**src/hdl/kvs_pkg.sv**
```systemverilog
`default_nettype none

package kvs_pkg;

	// request field widths
	localparam int hash_w = 32;
	localparam int key_w  = 96;
	localparam int val_w  = 32;
	localparam int flag_w = 4;

	// table geometry, the index is the low hash bits
	localparam int idx_w       = 10;
	localparam int table_depth = 1024;
	localparam int slots       = 4;
	localparam int slot_sel_w  = 2;

	// one slot is {valid, value, key}
	localparam int slot_w         = 1 + val_w + key_w;
	localparam int line_w         = slots * slot_w;
	localparam int slot_key_lo    = 0;
	localparam int slot_val_lo    = key_w;
	localparam int slot_valid_bit = key_w + val_w;

	// out_flag layout
	localparam int flag_op_bit   = 0;
	localparam int flag_state_lo = 1;
	localparam int flag_ok_bit   = 3;

	// set/get bit of a request
	localparam logic op_set = 1'b1;
	localparam logic op_get = 1'b0;

	// state codes carried in value bits 26:25
	localparam logic [1:0] state_idle    = 2'b00;
	localparam logic [1:0] state_suspect = 2'b01;
	localparam logic [1:0] state_arrest  = 2'b10;
	localparam logic [1:0] state_expire  = 2'b11;

	// cycles from in_valid to out_valid
	localparam int lookup_latency = 3;

	// stored value word, either raw or split into its fields
	typedef union packed {
		logic [val_w-1:0] raw;
		struct packed {
			logic [3:0]  user;
			logic        rsvd;
			logic [1:0]  state;
			logic        access;
			logic [23:0] payload;
		} fields;
	} kvs_value_u;

endpackage

`default_nettype wire

```
**src/hdl/kvs_update.sv**
```systemverilog
`timescale 1ns/1ps
`default_nettype none

module kvs_update (
	input  wire logic                           clk156,
	input  wire logic                           rst,
	input  wire logic                           dec_valid,
	input  wire logic                           dec_op,
	input  wire logic [kvs_pkg::idx_w-1:0]      dec_index,
	input  wire logic [kvs_pkg::key_w-1:0]      dec_key,
	input  wire logic [kvs_pkg::val_w-1:0]      dec_value,
	input  wire logic [kvs_pkg::line_w-1:0]     dec_line,
	input  wire logic                           dec_hit,
	input  wire logic [kvs_pkg::slot_sel_w-1:0] dec_slot,
	input  wire logic                           dec_full,
	output logic                                wr_en,
	output logic      [kvs_pkg::idx_w-1:0]      wr_index,
	output logic      [kvs_pkg::line_w-1:0]     wr_line,
	output logic                                init_done,
	output logic                                out_valid,
	output logic      [kvs_pkg::flag_w-1:0]     out_flag,
	output logic      [kvs_pkg::val_w-1:0]      out_value
);
	import kvs_pkg::*;

	// clear sweep after reset
	logic             sweep_on;
	logic [idx_w-1:0] sweep_idx;

	logic              upd_we;
	logic [slot_w-1:0] old_slot;
	logic [line_w-1:0] new_line;
	kvs_value_u        stored_val;
	kvs_value_u        new_val;
	logic [1:0]        rsp_state;
	logic              rsp_ok;

	// sweep runs from the first cycle without rst until init_done
	assign sweep_on = !rst && !init_done;

	// one bucket per cycle, init_done on the edge after the last one
	always_ff @(posedge clk156) begin
		if (rst) begin
			sweep_idx <= '0;
			init_done <= 1'b0;
		end else if (!init_done) begin
			sweep_idx <= sweep_idx + 1'b1;
			if (sweep_idx == idx_w'(table_depth - 1)) begin
				init_done <= 1'b1;
			end
		end
	end

	// slot being hit or filled
	assign old_slot       = dec_line[dec_slot*slot_w +: slot_w];
	assign stored_val.raw = old_slot[slot_val_lo +: val_w];
	assign new_val.raw    = dec_value;

	always_comb begin
		new_line = dec_line;
		new_line[dec_slot*slot_w +: slot_w] = {1'b1, dec_value, dec_key};
	end

	assign upd_we = dec_valid && (dec_op == op_set) && !dec_full;

	assign wr_en    = sweep_on || upd_we;
	assign wr_index = sweep_on ? sweep_idx : dec_index;
	assign wr_line  = sweep_on ? '0 : new_line;

	// response fields
	always_comb begin
		if (dec_op == op_set) begin
			rsp_state = new_val.fields.state;
			rsp_ok    = !dec_full;
		end else begin
			rsp_state = dec_hit ? stored_val.fields.state : state_idle;
			rsp_ok    = dec_hit;
		end
	end

	always_ff @(posedge clk156) begin
		if (rst) begin
			out_valid <= 1'b0;
		end else begin
			out_valid <= dec_valid;
		end
	end

	// a hit returns what was in the slot, for both get and overwrite
	always_ff @(posedge clk156) begin
		out_flag[flag_op_bit]          <= dec_op;
		out_flag[flag_state_lo +: 2]   <= rsp_state;
		out_flag[flag_ok_bit]          <= rsp_ok;
		out_value                      <= dec_hit ? stored_val.raw : '0;
	end

	// gets and refused sets leave the table alone, and the sweep is over by then
	a_no_stray_write: assert property (
		@(posedge clk156) disable iff (rst)
		dec_valid && (dec_op == op_get || dec_full) |-> !wr_en
	) else $error("table written for a get or a refused set");

endmodule

`default_nettype wire

```
**config.mk**
```make
export PLATFORM = sky130hd
export DESIGN_NAME = kvs_update
export DESIGN_NICKNAME = d
export VERILOG_FILES = /design/src/hdl/kvs_pkg.sv /design/src/hdl/kvs_update.sv
export SDC_FILE = /design/constraint.sdc
export NUM_CORES = 1
export LEC_CHECK = 0
export BUFFER_PORTS_ARGS = -buffer_cell sky130_fd_sc_hd__buf_2
export CAP_MARGIN = 0
export CORE_AREA = 4 4 483 485
export DETAILED_ROUTE_END_ITERATION = 10
export DIE_AREA = 0 0 487 489
export SLEW_MARGIN = 20
export SYNTH_ARGS = -nofsm -noshare
export SYNTH_HDL_FRONTEND = slang
export SYNTH_SLANG_ARGS = --single-unit
```
**constraint.sdc**
```tcl
create_clock -name clk156 -period 2.7 [get_ports clk156]
set_input_delay 0.54 -clock clk156 [delete_from_list [all_inputs] [get_ports clk156]]
set_output_delay 0.54 -clock clk156 [all_outputs]
set_load 0.1 [all_outputs]
```
[Word-level counts from Yosys, hierarchy flattened]
Index checks and enable logic that the tools add are counted.
Storage, ports and cells
  register bits after elaboration: 48
  logic and storage cells: 27
  output and inout bits: 565
  input bits: 662
Cells by class
  reductions and logical operators: 7
  $add $sub $neg: 2
  multiply operators: 1
  eq/ne operators: 1
  shift operators: 3
  mux-type cells: 8
Operators by type and width (count)
  $bwmux W516: 1
  $mux W516: 1
  $shift A129 B34 Y516 const A: 1
  $shiftx A129 B34 Y516: 1
  $shiftx A516 B11 Y128: 1
  $neg A10 Y34: 1
  $add A10 B1 Y10 const B: 1
  $eq A10 B10 Y1 const B: 1
  $mul A2 B8 Y10 const B: 1
  $mux W10: 1
  $mux W2: 2
  $logic_and A1 B1 Y1: 3
  $logic_not A1 Y1: 3
  $mux W1: 3
  $logic_or A1 B1 Y1: 1

[Depth between registers and ports, before layout]
  word-level depth: 5
  mapped depth: 10
  mapped depth without buffers: 5

[Worst setup path before layout]
No wires, ideal clock.
  path type: input to output
  start: in dec_slot[1] (netlist bit)
  end: out wr_line[456] (netlist bit)
  data required time: 2160 ps
  data arrival time: 3427 ps
  slack: -1267 ps
  cell stages on the path: 10
  path buffers: 5
  path through: clkbuf_1 buf_2 inv_1 ha_1 and3b_1 clkbuf_1 buf_2 buf_2 a21oi_1 nor2_1
Between the ends
  longest elaborated chain between the ends: 5
  elaborated cells between the ends (all ways): 6
  those cells by class: add/sub (1); mul (1); shift (2); mux (2)
Ends and longest elaborated chain
  from (decl): RTL line kvs_update.sv:14  | input wire logic [kvs_pkg::slot_sel_w-1:0] dec_slot,
  $mul A2 B8 Y10 (*): RTL line kvs_update.sv:61  | new_line[dec_slot*slot_w +: slot_w] = {1'b1, dec_value, dec_key};
  $neg A10 Y34 (*): RTL line kvs_update.sv:61
  $shiftx A129 B34 Y516 / $shift A129 B34 Y516 (equally long branches): RTL line kvs_update.sv:61
  $bwmux W516 (*): RTL line kvs_update.sv:61
  $mux W516 (*): RTL line kvs_update.sv:68  | assign wr_line = sweep_on ? '0 : new_line;
  to (decl): RTL line kvs_update.sv:18  | output logic [kvs_pkg::line_w-1:0] wr_line,
Mark *: on every way between the ends. The rest lies on a longest branch, timed or not.

[Worst setup path in the final report]
  start: in dec_slot[1] (netlist bit)
  end: out wr_line[431] (netlist bit)
The elaborated chain is that of the path after synthesis.

==> run metrics <==
Net Sw Frac 0.622; routability cong. 0.970; synth warn 0; CTS tree built; post-synth top area cell nor2b_1; Placed Cells 6,240; final worst setup slack -121 ps; Top Ports 1,227; final net count 3,956; Remaining DRCs 0; top cells by area, synth nor2b_1 (29%), a21oi_1 (24%), nor2_1 (18%), dfxtp_1 (8.7%), mux4_2 (6.6%); first-pass GRT wire length 269 mm; IO Port Bufs 1,226; period utilization 1.04; Comb power frac 0.879; violated checks setup timing; gate count of the mapped netlist 1,933; commonest non-fill, non-tap cell in the layout buf_2; Cell Chain, Critical Path buf_12, inv_8, ha_4, and3b_4, buf_12, buf_12, buf_12, a21oi_4, nor2_4, buf_12; Rel. slew slack 0.428; Crit path buffers/inverters 6; Clock Latency Late Sink 310 ps; Worst setup SP type input pin; CP max stage cell and3b_4; number of fill cells 25,217; largest fanout on the critical path 7; die height 489 um; FMAX 354 MHz; Area Growth Syn to Fin 270%; RSZ-0062 raised after global routing yes; crit path DAT 2280 ps; most frequent cells in the layout buf_2 (701), buf_12 (625), nor2_4 (515); min Tclk post-route 2820 ps; Critical Path RT 2160 ps; maxcap violations 0; Vias 21,098; pwr dens 320 mW/mm2; FFs w/ async S/R, synth 0; Largest stage delay, worst path 440 ps; Syn Nets 2,601; die area 0.238 mm2; post-route cell area 0.0407 mm2; Final Max Slew Viols 0; WL final 227 mm; Initial Utilization 0.0479; drt first pass iters 7; CTS Sinks 48; CP Class input pin to output pin; cell family with the largest share of critical-path delay buffers and inverters; final hold slack 505 ps; hpwl dp 203 mm; flops & latches, synth 48; core area 0.229 mm2; grt total ovfl 0; post-DR vias/cell 3.33; number of routed nets with antenna violations 0; Hold-fix buffers, CTS 0; antenna violations before repair 157; peak supply drop 235 uV; Top FF cell, synth dfxtp_1; Synth Cell Area 0.0110 mm2; Leak 0.0146 uW; FP Rows 176; Cell Area, Placed 0.0361 mm2; Sw Pwr 8110 uW; number of global-route vias before repair 21,268; final setup vio count 257; top-area cell type share of the netlist area 0.293; CTS Buf Count 5; outcome finished, violations left; all-layer global routing usage 0.179; Worst-Margin Slew 858 ps; share of layout cells above drive strength 1 0.783; Netlist cell types 35; Worst-path clk slew 70 ps; drt initial violations 1,279; Die X 487 um; clock share of power 0.062; Final Hold Fails 0; Syn Area/Cell 5.68 um2; clock skew 7.89 ps; P_int 4920 uW; DR WL/cell 35.8 um; Layout Cells excl Fill 6,344; clk root buf clkbuf_16; CTS H-Tree Depth 2; Sequential Power Share 0.059; post-synthesis sequential area ratio 0.0875; Final TNS setup -12,250 ps; most used cell, CP buf_12; number of synthesized flops with an enable pin 0; endpoint class of the critical path output pin; type of the worst min-delay path input pin to register; Bufs on Longest Clock Path 2; largest net degree at the start of global routing 40
-- worst reg2reg max path, delay by kind of cell (launching register included) --
| kind | cells | cell delay [ps] |
|---|---|---|
| compound gates | 1 | 160 |
| fa+ha+maj | 1 | 230 |
| simple gates | 2 | 680 |
| flops | 1 | 440 |
-- cells in the mapped netlist (2+ instances only) --
| master | number |
|---|---|
| nor2_1 | 527 |
| a21oi_1 | 519 |
| nor2b_1 | 514 |
| clkbuf_1 | 91 |
| buf_2 | 89 |
| dfxtp_1 | 48 |
| nand2_1 | 35 |
| mux4_2 | 32 |
| and2_1 | 30 |
| ha_1 | 6 |
| buf_4 | 3 |
| inv_1 | 3 |
| o31ai_1 | 3 |
| or3_1 | 3 |
| or4_1 | 3 |
| xor2_1 | 3 |
| and2_4 | 2 |
| buf_1 | 2 |
| mux2_2 | 2 |
| nand3b_1 | 2 |
| o21ai_0 | 2 |
-- power groups by stage --
stage	Combinational (uW)	Sequential, uW	Clock, uW
after floorplan	5680	1110	0
after global placement	10900	786	0
after detailed placement	10900	788	0
after CTS	11300	771	837
after global routing	11800	776	842
final	11500	771	805
-- area by class of cell --
cell class              count  area (um2)  share of cell area
diodes                     29        72.6             0.00178
clock buffers               6         139             0.00341
clock inverters             2        38.8            0.000953
inverters                   3        26.3            0.000646
multi-input cells        1696       17100               0.420
flip-flops and latches     48         965              0.0237
well taps                3026        3790              0.0931
repair buffers           1534       18600               0.457
-- repair_timing --
item / CTS / global route
setup buffers: 52 / 38
gates resized for setup: 322 / 350
setup endpoints to repair: 511 / 463
pin swaps: 195 / 320
gates cloned: 13 / 11
-- stage by stage --
step                      utilization  power (uW)  setup slack [ps]
after floorplan                     -        6780              -450
after global placement          0.157       11700             -1140
after detailed placement        0.157       11700              -882
after CTS                       0.169       12900              -159
after global routing            0.177       13400              -164
final                           0.177       13000              -121
-- worst paths after layout --
path	startpoint	endpoint	slack [ps]	cells after the start
setup reg to reg	sweep_idx[0]	sweep_idx[8]	1120	4
hold reg to reg	sweep_idx[8]	sweep_idx[8]	530	2
setup / recovery	dec_slot[1]	wr_line[431]	-120	10
hold / removal	dec_op	out_flag[0]	510	1
-- cell families (layout without fill, tap and decap cells) --
family                   count (synthesis)  after routing  synth area share
adder cells (fa/ha/maj)                  6              6           0.00683
AND/OR/NAND/NOR                       1127           1127             0.518
XOR/XNOR                                 4              4           0.00319
AO/OA/AOI/OAI                          524            524             0.239
flip-flops                              48             48            0.0875
other                                    0             29                 0
multiplexers                            35             35            0.0686
buffers and inverters                  189           1545            0.0764
-- routing by layer --
metal	vias to the layer above	wire length (um)	track usage
met5	-	464	0
met4	70	6170	0.0338
met3	324	33100	0.105
met2	1388	105000	0.298
met1	10194	82300	0.197
li1	9122	-	-
-- registers in the layout (all words and copies together), names as in the netlist --
signal     flops
out_value     32
sweep_idx     10
out_flag       4
init_done      1
out_valid      1
Power figures use the tool's default switching activity.
