File: config.mk
export PLATFORM = sky130hd
export DESIGN_NAME = kvs_lookup
export DESIGN_NICKNAME = d
export VERILOG_FILES = /design/src/hdl/kvs_pkg.sv /design/src/hdl/kvs_lookup.sv
export SDC_FILE = /design/constraint.sdc
export NUM_CORES = 2
export LEC_CHECK = 0
export BUFFER_PORTS_ARGS = -buffer_cell sky130_fd_sc_hd__buf_2
export CAP_MARGIN = 25
export CORE_AREA = 2 2 725 727
export DETAILED_ROUTE_END_ITERATION = 10
export DIE_AREA = 0 0 727 729
export HOLD_SLACK_MARGIN = 0.06
export PLACE_DENSITY_LB_ADDON = 0.12
export SETUP_SLACK_MARGIN = 0.02
export SYNTH_ARGS = -nofsm -noshare
export SYNTH_HDL_FRONTEND = slang
export SYNTH_SLANG_ARGS = --single-unit
export TNS_END_PERCENT = 10
File: constraint.sdc
create_clock -name clk156 -period 3.37 [get_ports clk156]
set_input_delay 0.5055 -clock clk156 [delete_from_list [all_inputs] [get_ports clk156]]
set_output_delay 0.5055 -clock clk156 [all_outputs]
set_load 0.02 [all_outputs]
File: src/hdl/kvs_pkg.sv
`default_nettype none

package kvs_pkg;

	// request field widths
	localparam int hash_w = 32;
	localparam int key_w  = 96;
	localparam int val_w  = 32;
	localparam int flag_w = 4;

	// table geometry, the index is the low hash bits
	localparam int idx_w       = 10;
	localparam int table_depth = 1024;
	localparam int slots       = 4;
	localparam int slot_sel_w  = 2;

	// one slot is {valid, value, key}
	localparam int slot_w         = 1 + val_w + key_w;
	localparam int line_w         = slots * slot_w;
	localparam int slot_key_lo    = 0;
	localparam int slot_val_lo    = key_w;
	localparam int slot_valid_bit = key_w + val_w;

	// out_flag layout
	localparam int flag_op_bit   = 0;
	localparam int flag_state_lo = 1;
	localparam int flag_ok_bit   = 3;

	// set/get bit of a request
	localparam logic op_set = 1'b1;
	localparam logic op_get = 1'b0;

	// state codes carried in value bits 26:25
	localparam logic [1:0] state_idle    = 2'b00;
	localparam logic [1:0] state_suspect = 2'b01;
	localparam logic [1:0] state_arrest  = 2'b10;
	localparam logic [1:0] state_expire  = 2'b11;

	// cycles from in_valid to out_valid
	localparam int lookup_latency = 3;

	// stored value word, either raw or split into its fields
	typedef union packed {
		logic [val_w-1:0] raw;
		struct packed {
			logic [3:0]  user;
			logic        rsvd;
			logic [1:0]  state;
			logic        access;
			logic [23:0] payload;
		} fields;
	} kvs_value_u;

endpackage

`default_nettype wire

File: src/hdl/kvs_lookup.sv
`timescale 1ns/1ps
`default_nettype none

module kvs_lookup (
	input  wire logic                           clk156,
	input  wire logic                           rst,
	input  wire logic                           in_valid,
	input  wire logic                           in_op,
	input  wire logic [kvs_pkg::hash_w-1:0]     in_hash,
	input  wire logic [kvs_pkg::key_w-1:0]      in_key,
	input  wire logic [kvs_pkg::val_w-1:0]      in_value,
	input  wire logic                           init_done,
	input  wire logic [kvs_pkg::line_w-1:0]     rd_line,
	input  wire logic                           wr_en,
	input  wire logic [kvs_pkg::idx_w-1:0]      wr_index,
	input  wire logic [kvs_pkg::line_w-1:0]     wr_line,
	output logic                                dec_valid,
	output logic                                dec_op,
	output logic      [kvs_pkg::idx_w-1:0]      dec_index,
	output logic      [kvs_pkg::key_w-1:0]      dec_key,
	output logic      [kvs_pkg::val_w-1:0]      dec_value,
	output logic      [kvs_pkg::line_w-1:0]     dec_line,
	output logic                                dec_hit,
	output logic      [kvs_pkg::slot_sel_w-1:0] dec_slot,
	output logic                                dec_full
);
	import kvs_pkg::*;

	// request lined up with the ram output
	logic              req_valid;
	logic              req_op;
	logic [idx_w-1:0]  req_index;
	logic [key_w-1:0]  req_key;
	logic [val_w-1:0]  req_value;

	// last cycle's write, missed by a colliding read-first access
	logic              pw_en;
	logic [idx_w-1:0]  pw_index;
	logic [line_w-1:0] pw_line;

	logic [line_w-1:0]     cur_line;
	logic [slot_w-1:0]     cur_slot [slots];
	logic [slots-1:0]      slot_valid;
	logic [slots-1:0]      hit_vec;
	logic [slot_sel_w-1:0] hit_slot;
	logic [slot_sel_w-1:0] free_slot;
	logic                  any_hit;
	logic                  any_free;

	// requests before the table is cleared are dropped here
	always_ff @(posedge clk156) begin
		if (rst) begin
			req_valid <= 1'b0;
			pw_en     <= 1'b0;
		end else begin
			req_valid <= in_valid && init_done;
			pw_en     <= wr_en;
		end
	end

	always_ff @(posedge clk156) begin
		req_op    <= in_op;
		req_index <= in_hash[idx_w-1:0];
		req_key   <= in_key;
		req_value <= in_value;
		pw_index  <= wr_index;
		pw_line   <= wr_line;
	end

	// freshest copy of the bucket, the write in flight wins
	always_comb begin
		if (wr_en && wr_index == req_index) begin
			cur_line = wr_line;
		end else if (pw_en && pw_index == req_index) begin
			cur_line = pw_line;
		end else begin
			cur_line = rd_line;
		end
	end

	always_comb begin
		for (int i = 0; i < slots; i++) begin
			cur_slot[i]   = cur_line[i*slot_w +: slot_w];
			slot_valid[i] = cur_slot[i][slot_valid_bit];
			hit_vec[i]    = slot_valid[i] && (cur_slot[i][slot_key_lo +: key_w] == req_key);
		end
	end

	// scan downwards so the lowest slot number is kept
	always_comb begin
		hit_slot  = '0;
		free_slot = '0;
		for (int i = slots - 1; i >= 0; i--) begin
			if (hit_vec[i]) begin
				hit_slot = slot_sel_w'(i);
			end
			if (!slot_valid[i]) begin
				free_slot = slot_sel_w'(i);
			end
		end
	end

	assign any_hit  = |hit_vec;
	assign any_free = !(&slot_valid);

	always_ff @(posedge clk156) begin
		if (rst) begin
			dec_valid <= 1'b0;
		end else begin
			dec_valid <= req_valid;
		end
	end

	always_ff @(posedge clk156) begin
		dec_op    <= req_op;
		dec_index <= req_index;
		dec_key   <= req_key;
		dec_value <= req_value;
		dec_line  <= cur_line;
		dec_hit   <= any_hit;
		dec_slot  <= any_hit ? hit_slot : free_slot;
		dec_full  <= !any_hit && !any_free;
	end

	// a key lives in one slot only, which needs both forwarding and placement right
	a_single_match: assert property (
		@(posedge clk156) disable iff (rst) req_valid |-> $onehot0(hit_vec)
	) else $error("key found in more than one slot of bucket %0d", req_index);

endmodule

`default_nettype wire

== Yosys cells after proc, flatten, opt, wreduce, memory -nomap -nowiden ==
Cells that the tools add are included.

* Input port bits: 1208
* Word-level logic and storage cells: 45
* Output and inout port bits: 660
* Bits in registers: 1327

* Reduce and logical (&&, ||, !) cells: 11
* Equality and inequality tests: 6
* Mux-type cells: 11

{| class="wikitable"
|+ Operators with widths
! cell !! number
|-
| 2-to-1 mux 516 bit || 2
|-
| equality test 96 bit || 4
|-
| equality test 10 bit || 2
|-
| 2-to-1 mux 2 bit || 9
|-
| logical AND 1 bit || 8
|-
| AND reduction 4 bit || 1
|-
| OR reduction 4 bit || 1
|-
| zero test 1 bit || 1
|}

== Longest topological paths before layout ==
* Depth in word-level cells: 11
* Depth in mapped cells: 18
* Depth with buffers taken out: 12

== Worst setup path after synthesis ==
No wires, ideal clock.

* Kind: input to register
* From: input wr_index[1] (netlist name)
* To: register dec_slot[0] (netlist name)
* Cell stages on the path: 16
* Arrival time: 3.339 ns
* Data required time: 3.252 ns
* Slack: -0.087 ns
* Library setup time: 0.118 ns
* Path buffers: 5
* Cell sequence: xnor2_1 > nand3_1 > or3_1 > buf_2 > buf_4 > buf_6 > buf_4 > buf_2 > a31oi_1 > xnor2_1 > nand2_1 > nor4_1 > nand4_1 > nor4_4 > o21bai_1 > a21oi_1

* Elaborated cells between the ends (all ways): 21

{| class="wikitable"
|+ RTL lines
! item !! RTL line !! RTL
|-
| from (decl) || kvs_lookup.sv:15 || <nowiki>input wire logic [kvs_pkg::idx_w-1:0] wr_index,</nowiki>
|-
| equality test 10 bit * || kvs_lookup.sv:72 || <nowiki>if (wr_en && wr_index == req_index) begin</nowiki>
|-
| logical AND 1 bit * || kvs_lookup.sv:72 ||
|-
| 2-to-1 mux 516 bit * || kvs_lookup.sv:72 ||
|-
| via cur_line[311] || kvs_lookup.sv:41 || <nowiki>logic [line_w-1:0] cur_line;</nowiki>
|-
| equality test 96 bit * || kvs_lookup.sv:85 || <nowiki>hit_vec[i] = slot_valid[i] && (cur_slot[i][slot_key_lo +: key_w] == req_key);</nowiki>
|-
| logical AND 1 bit * || kvs_lookup.sv:85 ||
|-
| 2-to-1 mux 2 bit (3 in series) || kvs_lookup.sv:94 || <nowiki>if (hit_vec[i]) begin</nowiki>
|-
| 2-to-1 mux 2 bit * || kvs_lookup.sv:121 || <nowiki>dec_slot <= any_hit ? hit_slot : free_slot;</nowiki>
|-
| to (signal assigned) || kvs_lookup.sv:121 ||
|-
| to (decl) || kvs_lookup.sv:24 || <nowiki>output logic [kvs_pkg::slot_sel_w-1:0] dec_slot,</nowiki>
|}

The timed path passes the listed nets; every way through them passes the cells marked *.
A chain may end at the register's enable or synchronous reset.

== Final worst setup path ==
* From: register req_index[5]
* To: register dec_full

* Cells in the longest elaborated chain, start to end: 9
* Elaborated cells between the ends (all ways): 18

{| class="wikitable"
|+ Ends and longest elaborated chain
! item !! RTL line !! RTL
|-
| from (decl) || kvs_lookup.sv:32 || <nowiki>logic [idx_w-1:0] req_index;</nowiki>
|-
| from (signal assigned) || kvs_lookup.sv:63 || <nowiki>req_index <= in_hash[idx_w-1:0];</nowiki>
|-
| equality test 10 bit || kvs_lookup.sv:74 || <nowiki>end else if (pw_en && pw_index == req_index) begin</nowiki>
|-
| logical AND 1 bit || kvs_lookup.sv:74 ||
|-
| 2-to-1 mux 516 bit || kvs_lookup.sv:74 ||
|-
| 2-to-1 mux 516 bit * || kvs_lookup.sv:72 ||
|-
| equality test 96 bit || kvs_lookup.sv:85 ||
|-
| logical AND 1 bit || kvs_lookup.sv:85 ||
|-
| OR reduction 4 bit || kvs_lookup.sv:103 || <nowiki>assign any_hit = |hit_vec;</nowiki>
|-
| zero test 1 bit || kvs_lookup.sv:122 || <nowiki>dec_full <= !any_hit && !any_free;</nowiki>
|-
| logical AND 1 bit * || kvs_lookup.sv:122 ||
|-
| to (signal assigned) || kvs_lookup.sv:122 ||
|-
| to (decl) || kvs_lookup.sv:25 || <nowiki>output logic dec_full</nowiki>
|}

Every way passes the cells marked *; elsewhere a longest branch is shown, timed or not.

==> impl_metrics.json <==
{
  "status": "finished with violations",
  "violations": "negative setup slack",
  "drc": 0,
  "avgSynthCellArea_um2": 9.876,
  "ys_types": 80,
  "p_per_area_mw_per_mm2": 515.6,
  "drv_slew": 0,
  "num_rows": 266,
  "cap_violations": 0,
  "timing.rr.start": "req_index[5]$_DFF_P_",
  "holdWs_ns": 0.1018,
  "num_vias": 57050,
  "die-area_mm2": 0.5300,
  "grt_usage_pct": 20.79,
  "clock_sinks": 1327,
  "nFillCells": 58900,
  "hold_path_startpoint": "rd_line[411]",
  "first_global_vias": 56900,
  "antenna_found_initial": 530,
  "synth_largest_area_cell": "dfxtp_1",
  "num-nets-final": 9773,
  "layout_commonest_cell": "buf_2",
  "maxSlewHeadroom_pct": 37.90,
  "ys.warnings.count": 0,
  "fin_cells": 15860,
  "postRouteAntennaNets": 0,
  "cts-root-buf": "clkbuf_16",
  "finalClockSkew_ns": 0.04445,
  "period_share_pct": 129.3,
  "period_minus_slack_ns": 4.359,
  "routed_wl_mm": 574.3,
  "p_total_mw": 46.88,
  "coreArea_mm2": 0.5229,
  "tns_ns": -3.861,
  "ir_drop_mv": 0.4481,
  "die_width_um": 727,
  "drive_gt1_share_pct": 40.29,
  "fp.dieH_um": 729,
  "synth_flop_cell": "dfxtp_1",
  "vias_per_cell": 3.598,
  "critical_path.max_fanout": 17,
  "layout_setup_ws_ns": -0.9887,
  "synthCells": 4704,
  "numCtsBuffers": 197,
  "start_util_pct": 8.885,
  "cp-startpoint": "req_index[5]$_DFF_P_",
  "worstPathRequired_ns": 4.18,
  "setup_violations": 4,
  "synth.area.top_cells": "dfxtp_1 57%, nor2_1 4.0%, nand2_1 3.5%",
  "overflow": 0,
  "hold_viol_final": 0,
  "p_leak_nw": 38.90,
  "cts.clk_slew.worst_paths_ns": 0.06,
  "clk_latency_ns": 0.94,
  "syn_area_mm2": 0.04646,
  "async_flop_share_pct": 0,
  "critical_path_arrival_ns": 5.17,
  "crit_buf_inv": 8,
  "fmax_mhz": 229.4,
  "worst_pin_slew_ns": 0.9259,
  "worstSetupEndpointType": "register",
  "grt_pass1_wl_mm": 699.1,
  "worst_setup_path_start_kind": "register",
  "max_stage_delay_ns": 0.57,
  "cts.path.max_buffers": 4,
  "crit_family": "simple AND/OR/NAND/NOR gates",
  "portBuffers": 1845,
  "routedWlPerCell_um": 36.22,
  "ys_seq_area_share_pct": 57.18,
  "slowest_stage": "a2111oi_0",
  "yosysTopAreaCellShare_pct": 57.18,
  "layout_common_cells": "1,846 x buf_2, 1,271 x dfxtp_1, 1,026 x buf_4",
  "rsz0062_at_grt": "yes",
  "syn-num-nets": 5912,
  "crit_chain": "buf_12 -> xnor2_4 -> nand4_4 -> or3_4 -> buf_12 -> buf_4 -> buf_12 -> buf_4 -> buf_4 -> nor2_1 -> nor3_1 -> a2111oi_0 -> nand4_1 -> nor4_1 -> buf_4 -> nand4_1 -> buf_4 -> nand4bb_1 -> nor3_1",
  "grt_max_degree": 70,
  "placed_cells": 14320,
  "synth-seq-cells": 1327,
  "dp.final_hpwl_mm": 500.0,
  "hp-class": "in2reg",
  "htreeDepth": 4,
  "ios": 1868,
  "gp_congestion": 0.8608,
  "crit_top_cell": "buf_4",
  "cts_tree": "done",
  "crit_type": "reg2reg",
  "drt_iter0_drc": 4638,
  "dr.pass1.iters": 6,
  "area_delta_synth_final_pct": 95.73,
  "synth_edf_count": 0
}
-- logic make-up (layout without fill, tap and decap cells) --
kind of cell	count (synthesis)	after routing	share of synthesized area (%)
AND/OR/NAND/NOR	1643	1643	17.50
flip-flops	1327	1327	57.18
AO/OA/AOI/OAI	1120	1120	17.04
buffers and inverters	427	4452	4.484
XOR/XNOR	107	107	2.066
multiplexers	80	80	1.726
other	0	160	0
-- Yosys cell counts, types with 49 or more instances --
master / number
a211oi_1: 138
a21oi_1: 109
a31oi_1: 198
and2_1: 100
and4_1: 68
buf_2: 106
buf_4: 50
clkbuf_1: 118
dfxtp_1: 1327
inv_1: 101
mux2i_1: 79
nand2_1: 437
nand3_1: 49
nand4_1: 161
nor2_1: 492
nor3_1: 62
nor4_1: 92
o211a_1: 54
o211ai_1: 63
o21ai_0: 194
o31ai_1: 72
or3_1: 65
xnor2_1: 94
-- where the power goes --
part           switching, mW  total [mW]  internal (mW)  leakage [nW]
logic                   4.36        7.20           2.84          24.4
clock network           9.49        22.5           13.1          3.33
registers              0.575        17.1           16.6          11.2
total                   14.4        46.9           32.5          38.9
-- state kept, by name (all words and copies together), names as in the netlist --
name	count
dec_line	516
pw_index	10
req_value	32
dec_op	1
req_op	1
dec_slot	2
dec_value	32
dec_valid	1
dec_hit	1
dec_index	10
pw_en	1
req_index	10
req_key	96
dec_full	1
dec_key	96
pw_line	516
req_valid	1
-- routing by layer --
| layer | vias to the layer above | track usage, % | wire, µm |
|---|---|---|---|
| li1 | 25050 | - | - |
| met1 | 28120 | 26.21 | 245800 |
| met2 | 2814 | 35.71 | 273300 |
| met3 | 925 | 5.239 | 39150 |
| met4 | 144 | 4.153 | 15110 |
| met5 | - | 0 | 945 |
-- worst min-delay path: stages --
cell	delay (ns)
buf_2	0.10
mux2i_1	0.08
o21ai_2	0.19
buf_4	0.12
-- layout make-up --
class / count / area (µm²) / share of cell area [%]
clock inverter: 91 / 1172 / 1.289
multi-input combinational: 2950 / 18720 / 20.58
clock buffer: 272 / 5622 / 6.183
sequential: 1327 / 26640 / 29.30
inverter: 101 / 379.1 / 0.4169
antenna: 160 / 400.4 / 0.4403
tap: 6968 / 8718 / 9.588
timing repair buffer: 3988 / 29280 / 32.20
-- final timing paths --
kind	endpoint	slack (ns)	cells past startpoint
worst max-delay path	dec_full$_DFF_P_	-0.99	19
worst min-delay path	dec_line[411]$_DFF_P_	0.10	4
worst max register to register	dec_full$_DFF_P_	-0.99	19
worst min register to register	dec_value[9]$_DFF_P_	0.32	0
-- what timing repair did --
item	CTS	global route
setup buffers	22	1
gates cloned	2	0
endpoints found under the setup margin	37	9
hold endpoints to repair	1095	0
hold buffers	989	0
resized for setup	77	35
pin swaps	29	17
-- per-stage QoR --
step	setup WS (ns)	utilization, %	instance area (µm²)
finish	-0.9887	17.39	90930
global route	-1.104	17.33	90620
CTS	-1.060	17.28	90340
detailed placement	-1.958	13.96	72980
global placement	-2.039	13.94	72890
floorplan	-0.01676	-	46710
Power figures use the tool's default switching activity.
